`src/include/st_glue_defs.svh`:
```
`ifndef ST_GLUE_DEFS_SVH
`define ST_GLUE_DEFS_SVH

// sd card sector interface
`define ST_LBA_W 32 // sector number width

// ram word address, bits 23:1
// bit 23 splits the ram window from the rest of the map
`define ST_RAM_AW 23

// keyboard matrix as seen by the ikbd
// one active low select per row
`define ST_KBD_ROWS 15

// chipset audio mix width, signed
`define ST_AUDIO_IN_W 15

// how long boot waits for the mcu to mount an sd image
// 2 s at 32 MHz
`define ST_SD_WAIT_CYCLES 64000000

`endif

```
`src/verilog/st_glue_pkg.sv`:
```
`include "st_glue_defs.svh"

package st_glue_pkg;

  // sd sector interface
  typedef logic [`ST_LBA_W-1:0] lba_t; // sector number
  typedef logic [7:0] sd_byte_t; // one sector byte
  typedef logic [1:0] req_pair_t; // one request per drive

  // ram word address, bits 23:1
  typedef logic [`ST_RAM_AW:1] ram_addr_t;

  // fire2, fire, up, down, left, right
  typedef logic [5:0] joy_t;

  // one keyboard row, low = key down
  typedef logic [7:0] key_row_t;

  // audio samples
  typedef logic signed [`ST_AUDIO_IN_W-1:0] sample_in_t; // chipset mix
  typedef logic signed [15:0] sample_t; // dac side

  // osd mouse port setting
  typedef enum logic [1:0] {
    port_usb, // hid mouse, db9 free for joystick
    port_atari, // db9 mouse in atari pin order
    port_amiga, // db9 mouse in amiga pin order
    port_none
  } mouse_port_t;

  // osd volume setting
  typedef enum logic [1:0] {
    vol_mute,
    vol_quarter,
    vol_half,
    vol_full
  } volume_t;

endpackage
```
`src/verilog/audio_volume.sv`:
```
`timescale 1ns/1ns

// chipset mix to 16 bit dac samples with the osd volume applied
module audio_volume import st_glue_pkg::*; (
  input  volume_t    volume,
  input  sample_in_t audio_l_in,
  input  sample_in_t audio_r_in,
  output sample_t    audio_l,
  output sample_t    audio_r
);

  // volume by signed division, shifts keep the sign
  function automatic sample_t scale(sample_in_t s, volume_t v);
    sample_t wide;
    wide = sample_t'(s); // sign extend
    case (v)
      vol_mute:    scale = '0;
      vol_quarter: scale = wide >>> 2;
      vol_half:    scale = wide >>> 1;
      default:     scale = wide; // full
    endcase
  endfunction

  assign audio_l = scale(audio_l_in, volume);
  assign audio_r = scale(audio_r_in, volume);

endmodule

```
`src/verilog/boot_control.sv`:
```
`timescale 1ns/1ns
`include "st_glue_defs.svh"

// holds the st in reset until ram, flash and sd image are usable
// also scrambles the ram on cold boot so old contents look invalid
module boot_control import st_glue_pkg::*; #(
  parameter int unsigned sd_wait_cycles = `ST_SD_WAIT_CYCLES // max wait for sd image
) (
  input  logic       clk32,
  input  logic       rst,
  input  logic       reset_req, // osd reset
  input  logic       coldboot, // osd cold boot flag, level
  input  logic       user_reset, // reset button
  input  logic       ram_ready,
  input  logic       flash_ready,
  input  logic [31:0] sd_img_size, // nonzero once an image is mounted
  input  ram_addr_t  ram_addr,
  input  logic       ram_ras_n,
  output logic       core_run, // release of the st reset
  output logic       sd_ready,
  output logic [`ST_RAM_AW-1:1] ram_addr_s, // scrambled, bit 23 dropped
  output logic       ram_cs
);

  logic [31:0] sd_wait; // cycles spent waiting
  logic coldboot_d; // for edge detect
  logic [1:0] scramble;

  // give the mcu time to mount a default image
  always_ff @(posedge clk32) begin
    if (rst) begin
      sd_wait  <= '0;
      sd_ready <= 1'b0;
    end else if (!sd_ready) begin
      if (sd_img_size != 32'd0) sd_ready <= 1'b1; // image is there
      if (sd_wait < 32'(sd_wait_cycles)) begin
        sd_wait <= sd_wait + 32'd1;
      end else begin
        sd_ready <= 1'b1; // gave up waiting, boot anyway
      end
    end
  end

  // step once per rising edge of the cold boot request
  always_ff @(posedge clk32) begin
    if (rst) begin
      coldboot_d <= 1'b0;
      scramble   <= 2'd0;
    end else begin
      coldboot_d <= coldboot;
      if (coldboot && !coldboot_d) scramble <= scramble + 2'd1;
    end
  end

  // every source of readiness, no pending reset
  assign core_run = sd_ready && ram_ready && flash_ready && !user_reset && !reset_req;

  // word address bits 4:3 xor scramble
  assign ram_addr_s = {ram_addr[`ST_RAM_AW-1:5], ram_addr[4:3] ^ scramble, ram_addr[2:1]};
  assign ram_cs     = !ram_ras_n && !ram_addr[`ST_RAM_AW]; // upper half is not ram

endmodule

```
`src/verilog/input_mapper.sv`:
```
`timescale 1ns/1ns
`include "st_glue_defs.svh"

// mouse, joystick and keyboard glue between hid, db9 pins and the st
module input_mapper import st_glue_pkg::*; (
  input  logic [7:0]  io, // db9 pins, active low, 7:6 spare
  input  mouse_port_t mouse_port,
  input  joy_t        hid_mouse, // usb mouse
  input  logic [7:0]  hid_joy, // usb joystick, four buttons
  input  key_row_t    keyboard [`ST_KBD_ROWS], // matrix kept by hid
  input  logic [`ST_KBD_ROWS-1:0] kbd_col_sel, // low selects a row
  output joy_t        joy0, // st mouse port
  output logic [4:0]  joy1, // st joystick port
  output joy_t        db9_joy, // db9 used as joystick
  output key_row_t    kbd_rows // back to the ikbd
);

  joy_t db9_atari;
  joy_t db9_amiga;

  // pins are active low, reorder into fire2, fire, up, down, left, right
  // the two mice differ only in where the quadrature lines sit
  assign db9_atari = ~{io[5], io[0], io[2], io[1], io[4], io[3]};
  assign db9_amiga = ~{io[5], io[0], io[3], io[1], io[4], io[2]};

  // a db9 mouse replaces the usb mouse
  // mice hold some lines active, so they can't be ored together
  always_comb begin
    case (mouse_port)
      port_usb:   joy0 = hid_mouse;
      port_atari: joy0 = db9_atari;
      port_amiga: joy0 = db9_amiga;
      default:    joy0 = '0; // port off
    endcase
  end

  // db9 is a joystick only while the mouse is on usb
  assign db9_joy = (mouse_port == port_usb) ? db9_atari : '0;

  // joysticks are wired in parallel
  assign joy1 = hid_joy[4:0] | db9_joy[4:0];

  // ikbd drives a column pattern and reads back the rows
  // several selected rows combine like open drain lines
  always_comb begin
    kbd_rows = '1; // nothing pressed
    for (int r = 0; r < `ST_KBD_ROWS; r++) begin
      if (!kbd_col_sel[r]) kbd_rows &= keyboard[r];
    end
  end

endmodule

```
`src/verilog/sd_request_arbiter.sv`:
```
`timescale 1ns/1ns
`include "st_glue_defs.svh"

// floppy and acsi share the single sd sector interface
// the sd controller takes start bits for all four drives at once,
// but only one sector number and one write byte
module sd_request_arbiter import st_glue_pkg::*; (
  input  logic      clk32,
  input  logic      rst,

  // floppy peer
  input  req_pair_t fdc_rd,
  input  req_pair_t fdc_wr,
  input  lba_t      fdc_lba,
  input  sd_byte_t  fdc_wr_byte,

  // acsi peer
  input  req_pair_t acsi_rd,
  input  req_pair_t acsi_wr,
  input  lba_t      acsi_lba,
  input  sd_byte_t  acsi_wr_byte,

  // toward the sd controller
  output logic [3:0] sd_rstart, // acsi in 3:2, floppy in 1:0
  output logic [3:0] sd_wstart,
  output lba_t      sd_lba,
  output sd_byte_t  sd_wr_byte
);

  logic fdc_req; // any floppy drive asking
  logic acsi_req; // any acsi drive asking
  logic acsi_owner; // acsi spoke last
  logic acsi_sel;

  assign fdc_req  = |{fdc_rd, fdc_wr};
  assign acsi_req = |{acsi_rd, acsi_wr};

  // requests drop once sd_busy shows, so the data phase after that
  // still needs to know who asked
  always_ff @(posedge clk32) begin
    if (rst) begin
      acsi_owner <= 1'b0;
    end else if (fdc_req) begin
      acsi_owner <= 1'b0; // floppy wins a tie
    end else if (acsi_req) begin
      acsi_owner <= 1'b1;
    end
  end

  // a live acsi request takes the bus right away
  assign acsi_sel = acsi_req | acsi_owner;

  // start bits go straight through, the controller picks the drive
  assign sd_rstart = {acsi_rd, fdc_rd};
  assign sd_wstart = {acsi_wr, fdc_wr};

  // sector number and outgoing byte from the owner
  always_comb begin
    if (acsi_sel) begin
      sd_lba     = acsi_lba;
      sd_wr_byte = acsi_wr_byte;
    end else begin
      sd_lba     = fdc_lba;
      sd_wr_byte = fdc_wr_byte;
    end
  end

endmodule

```
`src/verilog/st_glue.sv`:
```
`timescale 1ns/1ns
`include "st_glue_defs.svh"

// glue between the st chipset, the sd card, boot sources and the osd
module st_glue import st_glue_pkg::*; #(
  parameter int unsigned sd_wait_cycles = `ST_SD_WAIT_CYCLES
) (
  input  logic        clk32,
  input  logic        rst,

  // sd sector peers
  input  req_pair_t   fdc_rd,
  input  req_pair_t   fdc_wr,
  input  lba_t        fdc_lba,
  input  sd_byte_t    fdc_wr_byte,
  input  req_pair_t   acsi_rd,
  input  req_pair_t   acsi_wr,
  input  lba_t        acsi_lba,
  input  sd_byte_t    acsi_wr_byte,
  output logic [3:0]  sd_rstart,
  output logic [3:0]  sd_wstart,
  output lba_t        sd_lba,
  output sd_byte_t    sd_wr_byte,

  // boot and ram
  input  logic        reset_req,
  input  logic        coldboot,
  input  logic        user_reset,
  input  logic        ram_ready,
  input  logic        flash_ready,
  input  logic [31:0] sd_img_size,
  input  ram_addr_t   ram_addr,
  input  logic        ram_ras_n,
  output logic        core_run,
  output logic        sd_ready,
  output logic [`ST_RAM_AW-1:1] ram_addr_s,
  output logic        ram_cs,

  // inputs
  input  logic [7:0]  io,
  input  mouse_port_t mouse_port,
  input  joy_t        hid_mouse,
  input  logic [7:0]  hid_joy,
  input  key_row_t    keyboard [`ST_KBD_ROWS],
  input  logic [`ST_KBD_ROWS-1:0] kbd_col_sel,
  output joy_t        joy0,
  output logic [4:0]  joy1,
  output joy_t        db9_joy,
  output key_row_t    kbd_rows,

  // audio
  input  volume_t     volume,
  input  sample_in_t  audio_l_in,
  input  sample_in_t  audio_r_in,
  output sample_t     audio_l,
  output sample_t     audio_r
);

  sd_request_arbiter u_arbiter (
    .clk32(clk32),
    .rst(rst),
    .fdc_rd(fdc_rd),
    .fdc_wr(fdc_wr),
    .fdc_lba(fdc_lba),
    .fdc_wr_byte(fdc_wr_byte),
    .acsi_rd(acsi_rd),
    .acsi_wr(acsi_wr),
    .acsi_lba(acsi_lba),
    .acsi_wr_byte(acsi_wr_byte),
    .sd_rstart(sd_rstart),
    .sd_wstart(sd_wstart),
    .sd_lba(sd_lba),
    .sd_wr_byte(sd_wr_byte)
  );

  boot_control #(
    .sd_wait_cycles(sd_wait_cycles)
  ) u_boot (
    .clk32(clk32),
    .rst(rst),
    .reset_req(reset_req),
    .coldboot(coldboot),
    .user_reset(user_reset),
    .ram_ready(ram_ready),
    .flash_ready(flash_ready),
    .sd_img_size(sd_img_size),
    .ram_addr(ram_addr),
    .ram_ras_n(ram_ras_n),
    .core_run(core_run),
    .sd_ready(sd_ready),
    .ram_addr_s(ram_addr_s),
    .ram_cs(ram_cs)
  );

  input_mapper u_input (
    .io(io),
    .mouse_port(mouse_port),
    .hid_mouse(hid_mouse),
    .hid_joy(hid_joy),
    .keyboard(keyboard),
    .kbd_col_sel(kbd_col_sel),
    .joy0(joy0),
    .joy1(joy1),
    .db9_joy(db9_joy),
    .kbd_rows(kbd_rows)
  );

  audio_volume u_audio (
    .volume(volume),
    .audio_l_in(audio_l_in),
    .audio_r_in(audio_r_in),
    .audio_l(audio_l),
    .audio_r(audio_r)
  );

endmodule

```
`config.mk`:
```
export PLATFORM = sky130hd
export DESIGN_NAME = st_glue
export DESIGN_NICKNAME = d
export VERILOG_FILES = /design/src/verilog/st_glue_pkg.sv /design/src/verilog/audio_volume.sv /design/src/verilog/boot_control.sv /design/src/verilog/input_mapper.sv /design/src/verilog/sd_request_arbiter.sv /design/src/verilog/st_glue.sv
export VERILOG_INCLUDE_DIRS = /design/src /design/src/include
export SDC_FILE = /design/constraint.sdc
export NUM_CORES = 1
export LEC_CHECK = 0
export BUFFER_PORTS_ARGS = -buffer_cell sky130_fd_sc_hd__buf_4
export CAP_MARGIN = 20
export CORE_AREA = 3 3 180 182
export CTS_CLUSTER_SIZE = 8
export DETAILED_ROUTE_END_ITERATION = 10
export DIE_AREA = 0 0 183 185
export GPL_TIMING_DRIVEN = 0
export HOLD_SLACK_MARGIN = 0.06
export PLACE_DENSITY = 0.45
export SLEW_MARGIN = 0
export SYNTH_ARGS = -nofsm -noshare
export SYNTH_HDL_FRONTEND = slang
export SYNTH_SLANG_ARGS = --single-unit
```
`constraint.sdc`:
```
create_clock -name clk32 -period 3.65 [get_ports clk32]
set_clock_uncertainty 0.2 [all_clocks]
set_input_delay 1.095 -clock clk32 [delete_from_list [all_inputs] [get_ports clk32]]
set_output_delay 1.095 -clock clk32 [all_outputs]
set_load 0.05 [all_outputs]
```
# Word-level counts from Yosys, hierarchy flattened
# Index checks and enable logic that the tools add are counted.
# totals
elab_cells	73
ff_bits	37
# op_classes
eq_ne	4
n_reduce_logical	17
n_lt_le_gt_ge	1
n_mux	24
addsub	2
bitwise	20
# op_table
operator	n
$mux 8	16
$and 8x8->8	14
$pmux 16 s3	2
$add 32x1->32 const B	1
$lt 32x26->1 const B	1
$mux 32	1
$reduce_bool 32->1	1
$pmux 6 s3	1
$not 6->6	2
$logic_and 1x1->1	6
$mux 6	1
$logic_not 1->1	5
$or 5x5->5	1
$reduce_or 5->1	1
$eq 2x1->1 const B	2
$eq 2x2->1 const B	2
$logic_not 2->1	2
$reduce_or 4->1	1
$mux 1	3
$add 2x1->2 const B	1
$reduce_and 2->1	1
$xor 2x2->2	1
$not 1->1	1
$or 1x1->1	1

# Logic depth before layout (Yosys ltp)
# Gate-level depths: netlist of the first run.
# logic_depth
depth_word	29
depth_mapped	6
ltp_nobuf	6

# Cells and area by module
# From an unflattened synthesis of the first run, not the netlist that was laid out.
# unflattened
hier_cells	504
area_unflattened_um2	4346.7
# by_module_without_submodules
mod	instances	area_per_inst_um2	cells_each
boot_control	1	2064.5	221
input_mapper	1	800.8	128
sd_request_arbiter	1	800.8	57
audio_volume	1	680.7	98

# Worst setup path after synthesis of the first run
# OpenSTA, ideal clock, no wires.
# synth_timing
kind	input to output
start	in kbd_col_sel[8]
end	out kbd_rows[3]
path_stages	4
n_path_buf	1
setup_slack_ps	-1142
t_arrival_ps	3497
path_cell_list	clkbuf_1 o22ai_1 or4_1 nor4_1
# synth_via
elab_chain_cells	13
# synth_rtl
item	line_no	source
start, declared	st_glue.sv:45	input logic [`ST_KBD_ROWS-1:0] kbd_col_sel,
$mux 8 (*)	input_mapper.sv:48	if (!kbd_col_sel[r]) kbd_rows &= keyboard[r];
$and 8x8->8	input_mapper.sv:48	
$mux 8 (*)	input_mapper.sv:48	
$and 8x8->8	input_mapper.sv:48	
$mux 8 (*)	input_mapper.sv:48	
$and 8x8->8	input_mapper.sv:48	
$mux 8 (*)	input_mapper.sv:48	
$and 8x8->8	input_mapper.sv:48	
$mux 8 (*)	input_mapper.sv:48	
$and 8x8->8	input_mapper.sv:48	
$mux 8 (*)	input_mapper.sv:48	
$and 8x8->8	input_mapper.sv:48	
$mux 8 (*)	input_mapper.sv:48	
end, declared	st_glue.sv:49	output key_row_t kbd_rows,
# Every way passes the cells marked *; elsewhere a longest branch is shown, timed or not.

# Worst setup path after layout of the first run
# layout_timing
start	in acsi_rd[1]
end	out sd_lba[15]
# layout_via
elab_chain_cells	3
# layout_rtl
item	line_no	source
start, declared	st_glue.sv:16	input req_pair_t acsi_rd,
$reduce_or 4->1	sd_request_arbiter.sv:36	assign acsi_req = |{acsi_rd, acsi_wr};
$or 1x1->1	sd_request_arbiter.sv:51	assign acsi_sel = acsi_req | acsi_owner;
$mux 32	sd_request_arbiter.sv:59	if (acsi_sel) begin
end, declared	st_glue.sv:22	output lba_t sd_lba,
# No other way between the ends.

==> qor.csv, run 1 <==
metric,value,unit
Post-synth EDFFs,0,
net count after synthesis,811,
initial core utilization,0.1254,
Cells after DPL,1295,
xor/xnor share of the synthesized area,0.04771,
initial antenna violation count,5,
worst hold stages,1,
Root Driver,clkbuf_16,
die height,185,um
number of synthesized register bits,37,
overall die area,33860,um^2
"Max FO, Critical Path",10,
reg2reg path depth,5,
area of the core,30750,um^2
Layout Cells excl Fill,1316,
worst min-delay path class,reg -> reg,
Synth top area share,0.2103,
fin util,0.2817,
Via density,4.129,
Synth area leader,mux2_2,
Total Routing Usage GR,0.1324,
commonest cells in the netlist,"72 x mux2_2, 54 x o22ai_1, 39 x nor2_1",
Synth Area in Simple Gates,0.2249,
number of global-route vias before repair,5441,
largest family of logic cells by synthesized area,multiplexers,
Worst-path clk slew,50,ps
multiplexer share of the synthesized area,0.2262,
Nets,1257,
Fin. Hold Viols,0,
total grt overflow,0,
element type at the critical path start,input port,
Routed Antenna Nets,0,
WP data required,2350,ps
Fmax,254.5,MHz
Tmin final,3930,ps
fraction of registers with async set/reset,0,
total number of vias,5434,
"Top FF cell, synth",dfxtp_1,
Yosys cell types,43,
failing checks,negative setup slack,
Row Count,64,
Die Span X,183,um
leak pwr,3.925,nW
max-slew violation count,0,
share of layout cells above drive strength 1,0.6809,
IO buf count,431,
WL/cell,19.00,um
First-pass DRT Iterations,4,
H-tree Lvls,2,
Place WS,-498.2,ps
RSZ-0062 raised after global routing,true,
Cell Pwr Density,228.6,nW/um^2
Yosys Warn Count,0,
Critical Path AT,2630,ps
DP HPWL,21.93,mm
Synth Area in Adders,0.003246,
maximum vdd drop,0.1643,mV
setup violators final,40,
CTS Buffer Depth,2,
"Avg Cell Area, Syn",8.237,um^2
CP Class,in -> out,
worst hold slack,264.2,ps
Clock Latency Late Sink,280,ps
run status,finished with violations,
CTS tree,done,
Cells after Synth,468,
compound-cell area share of the yosys netlist,0.2042,
sequential element share of the synthesized area,0.1921,
first-pass GRT wire length,34.36,mm
synth top area cells,"mux2_2 21%, dfxtp_1 19%, o22ai_1 8.8%",
synthesized cell area,3855,um^2
total CTS buffers,5,
max_cap viols,0,
Top Ports,472,
CTS Sinks,37,
"Period Utilization, post-route",1.077,
top-count cell post-synth,mux2_2,
final setup margin,-279.7,ps
gpl congestion,0.8195,
Setup crit end kind,output port,
Setup TNS Final,-9985,ps
final WL,25.00,mm
largest net degree at the start of global routing,11,
DRC violations left,0,
Tightest Pin Transition,600.5,ps
slew margin rel.,0.5960,
Syn-to-layout area delta,124.7,%
detailed router's first-iteration violation count,224,
power breakdown:
| group | switching, mW | total [mW] | leakage (nW) | internal [mW] |
|---|---|---|---|---|
| clock | 0.156 | 0.410 | 0.0652 | 0.254 |
| combinational | 0.615 | 1.15 | 3.56 | 0.540 |
| sequential | 0.00548 | 0.415 | 0.299 | 0.410 |
| total | 0.777 | 1.98 | 3.92 | 1.20 |
timing repair:
item | in CTS | in global routing
setup endpoints to repair | 72 | 44
pin swaps | 1 | 2
buffers inserted | 2 | 5
hold buffers | 0 | 0
gates resized for setup | 81 | 18
cloned | 1 | 0
endpoints found under the hold margin | 0 | 0
logic make-up after synthesis:
logic type,count (synthesis)
compound gates,109
xor+xnor,21
fa+ha+maj,1
buf+inv,73
flops,37
mux,78
simple gates,149
critical path: stages:
cell	delay [ps]
buf_6	90
or4_4	530
nor2_4	110
buf_12	150
buf_12	140
mux2_2	350
buf_6	160
state kept, by name, summed over array words and instances (netlist names):
name,cells
u_boot.coldboot_d,1
u_arbiter.acsi_owner,1
u_boot.sd_ready,1
u_boot.sd_wait,32
u_boot.scramble,2
per-layer routing:
metal	wire (um)	part of all wire	vias up	GRT usage
met1	9902	0.40	2515	0.1593
met5	0	0	-	0
met4	422	0.017	0	0.03687
li1	-	-	2661	-
met2	13250	0.53	233	0.2439
met3	1430	0.057	25	0.02101
final timing paths:
check,slack [ps],startpoint,to
max,-280,acsi_rd[1],sd_lba[15]
min,260,u_boot.sd_wait[31]$_SDFFE_PP0P_,u_boot.sd_wait[31]$_SDFFE_PP0P_
max reg2reg,1250,u_boot.sd_wait[3]$_SDFFE_PP0P_,u_boot.sd_wait[22]$_SDFFE_PP0P_
min reg2reg,260,u_boot.sd_wait[31]$_SDFFE_PP0P_,u_boot.sd_wait[31]$_SDFFE_PP0P_
cell usage in the layout, fill, tap and decap left out, types with 4 or more instances in the layout:
cell type  instances
nor4_4            11
buf_12             8
clkbuf_16          8
o22ai_1           44
o22ai_2           10
nor2_4             6
buf_6             37
o21ai_0            9
buf_4            419
clkbuf_8           5
inv_1              8
buf_8             14
clkbuf_1           9
clkbuf_2           7
nor2_1            32
mux2_2            51
nor2b_1           16
mux2_4            21
or4_4              9
xor2_1             4
nand4_1            8
nand2_1           10
a21oi_1            4
or2_2              5
dfxtp_1           37
xnor2_1           17
nor3_1             8
mux2i_1            5
nor4_1            16
nand3_1           12
o22a_1             8
diode_2            5
a22o_1            28
area by class of cell:
type	instances	area, um^2
Antenna cell	5	12.51
Buffer	65	611.8
Clock buffer	8	136.4
Fill cell	3341	22090
Inverter	8	30.03
Multi-Input combinational cell	358	3067
Sequential cell	37	740.7
Tap cell	396	495.5
Timing Repair Buffer	439	3567
through the flow:
| stage | cell area, um^2 | power, mW |
|---|---|---|
| 2_1_floorplan | 4320 | 1.039 |
| 3_3_place_gp | 8051 | 1.519 |
| 3_5_place_dp | 8051 | 1.521 |
| 4_1_cts | 8521 | 1.980 |
| 5_1_grt | 8661 | 2.060 |
| 6_report | 8661 | 1.980 |
No activity file was read; power rests on OpenSTA's default activity.
==> run 2, diff against run 1 <==
CORE_AREA = 3 3 181 183   (was 3 3 180 182)
DIE_AREA = 0 0 184 186   (was 0 0 183 185)
PLACE_DENSITY = 0.44   (was 0.45)
clock period = 4.6 ns   (was 3.65 ns; I/O delays follow)
==> qor.csv, run 2 (same netlist as run 1, synthesis figures left out) <==
metric,value,unit,change
CTS Buffer Depth,2,,unchanged
M2 GR Usage,0.2020,,-0.04196
setup violators final,0,,-100%
Cells after DPL,1301,,+0.46%
Tmin final,4552,ps,
Via density,4.094,,-0.86%
worst hold stages,1,,unchanged
"Max FO, Critical Path",10,,unchanged
Setup crit start,acsi_wr[0],,
busiest metal layer after global routing,met2,,
initial core utilization,0.1228,,-0.002568
Syn-to-layout area delta,112.4,%,
run status,"finished, final reports clean",,
slew margin rel.,0.5963,,about the same
CTS Sinks,37,,unchanged
total CTS buffers,5,,unchanged
final setup margin,47.75,ps,+327.5 ps
leak pwr,3.732,nW,-4.9%
max reg flops,32,,unchanged
"commonest non-fill, non-tap cells in the layout","437 x buf_4, 62 x mux2_2, 54 x o22ai_1, 38 x nor2_1, 37 x dfxtp_1",,
element type at the critical path start,input port,,
met1 capacity usage during global routing,0.1666,,+0.007347
max_cap viols,0,,unchanged
fin util,0.2609,,-0.02080
Setup TNS Final,0,ps,+9985 ps
gpl congestion,0.8587,,+4.8%
first-pass GRT wire length,32.17,mm,-6.4%
number of global-route vias before repair,5365,,-1.4%
Hold Startpoint,u_boot.sd_wait[28]$_SDFFE_PP0P_,,
Place WS,-318.6,ps,+179.7 ps
Nets,1255,,-0.16%
fillers,3417,,+2.3%
Total Routing Usage GR,0.1200,,-0.01243
IO buf count,431,,unchanged
# diodes,0,,-5
"Period Utilization, post-route",0.9896,,
initial antenna violation count,0,,-5
reg2reg path depth,5,,unchanged
Clock Latency Late Sink,280,ps,about the same
FF-to-FF setup slack,2150,ps,+900 ps
Critical R2R Launch,u_boot.sd_wait[3]$_SDFFE_PP0P_,,
largest net degree at the start of global routing,14,,+3
reg-to-reg critical path endpoint,u_boot.sd_wait[22]$_SDFFE_PP0P_,,
final WL,23.37,mm,-6.5%
Setup crit end kind,output port,,
die height,186,um,+0.54%
Routed Antenna Nets,0,,unchanged
biggest regs,"u_boot.sd_wait x32, u_boot.scramble x2",,
area of the core,31390,um^2,+2.1%
DRC violations left,0,,unchanged
M3 GR Usage,0.01642,,-0.004597
Row Count,65,,+1.6%
Die Span X,184,um,+0.55%
H-tree Lvls,2,,unchanged
First-pass DRT Iterations,5,,+1
Layout Cells excl Fill,1315,,-0.076%
worst min-delay path class,reg -> reg,,
detailed router's first-iteration violation count,240,,+7.1%
Root Driver,clkbuf_16,,
Fin. Hold Viols,0,,unchanged
Worst-path clk slew,60,ps,about the same
Cell Pwr Density,201.2,nW/um^2,-12%
WP data required,3020,ps,+670 ps
share of layout cells above drive strength 1,0.6462,,-0.03465
max-slew violation count,0,,unchanged
maximum vdd drop,0.1438,mV,-12%
CTS tree,done,,
DP HPWL,19.72,mm,-10%
CP Class,in -> out,,
"leading cell type in the layout, fill and taps excluded",buf_4,,
Critical Path AT,2970,ps,+340 ps
overall die area,34220,um^2,+1.1%
Largest Register,u_boot.sd_wait,,
worst hold endpoint,u_boot.sd_wait[28]$_SDFFE_PP0P_,,
WL/cell,17.77,um,-6.5%
Top Ports,472,,unchanged
worst hold slack,266.3,ps,+2.119 ps
Tightest Pin Transition,605.6,ps,+5.118 ps
total grt overflow,0,,unchanged
total number of vias,5383,,-0.94%
Fmax,219.7,MHz,
run 2: critical path, stage by stage:
cell	delay (ps)
buf_6	90
or4_4	540
nor2_4	140
buf_12	150
buf_8	140
mux2_2	340
buf_4	190
run 2: power by group:
part | leakage [nW] | total, mW | internal, mW | switching (mW)
logic | 3.34 | 0.866 | 0.387 | 0.478
clock network | 0.0944 | 0.452 | 0.313 | 0.140
registers | 0.299 | 0.329 | 0.325 | 0.00457
run 2: final cells by class:
class,count,area (um^2),area share
timing repair buffer,437,3418,0.4174
clock buffer,5,125.1,0.01528
buffer,65,411.6,0.05027
inverter,8,30.03,0.003667
clock inverter,3,68.82,0.008403
multi-input combinational,358,2892,0.3531
tap,402,503.0,0.06142
sequential,37,740.7,0.09045
run 2: how the worst max path moves through the flow:
stage,cells after the start,endpoint,slack (ps)
finish,7,sd_wr_byte[2],50
global route,7,sd_lba[16],-0.7
CTS,5,kbd_rows[2],6
detailed placement,6,sd_wr_byte[7],-320
global placement,6,sd_wr_byte[7],-330
floorplan,5,joy1[0],-100
run 2: routing by layer:
| metal | part of all wire | vias to the layer above |
|---|---|---|
| met5 | 0 | - |
| met4 | 0.0098 | 0 |
| met3 | 0.053 | 19 |
| met2 | 0.50 | 217 |
| met1 | 0.44 | 2507 |
| li1 | - | 2640 |
run 2: timing repair:
action	4_1_cts	5_1_grt
pin swaps	2	1
gates resized for setup	54	21
gates cloned	3	0
hold buffers	0	0
endpoints found under the setup margin	47	29
setup buffers	4	0
endpoints found under the hold margin	0	0
run 2: per-stage QoR:
stage               power (mW)  instance area [um^2]
floorplan               0.7947                  3975
global placement         1.174                  7714
detailed placement       1.174                  7714
CTS                      1.653                  8150
global route             1.716                  8189
finish                   1.648                  8189
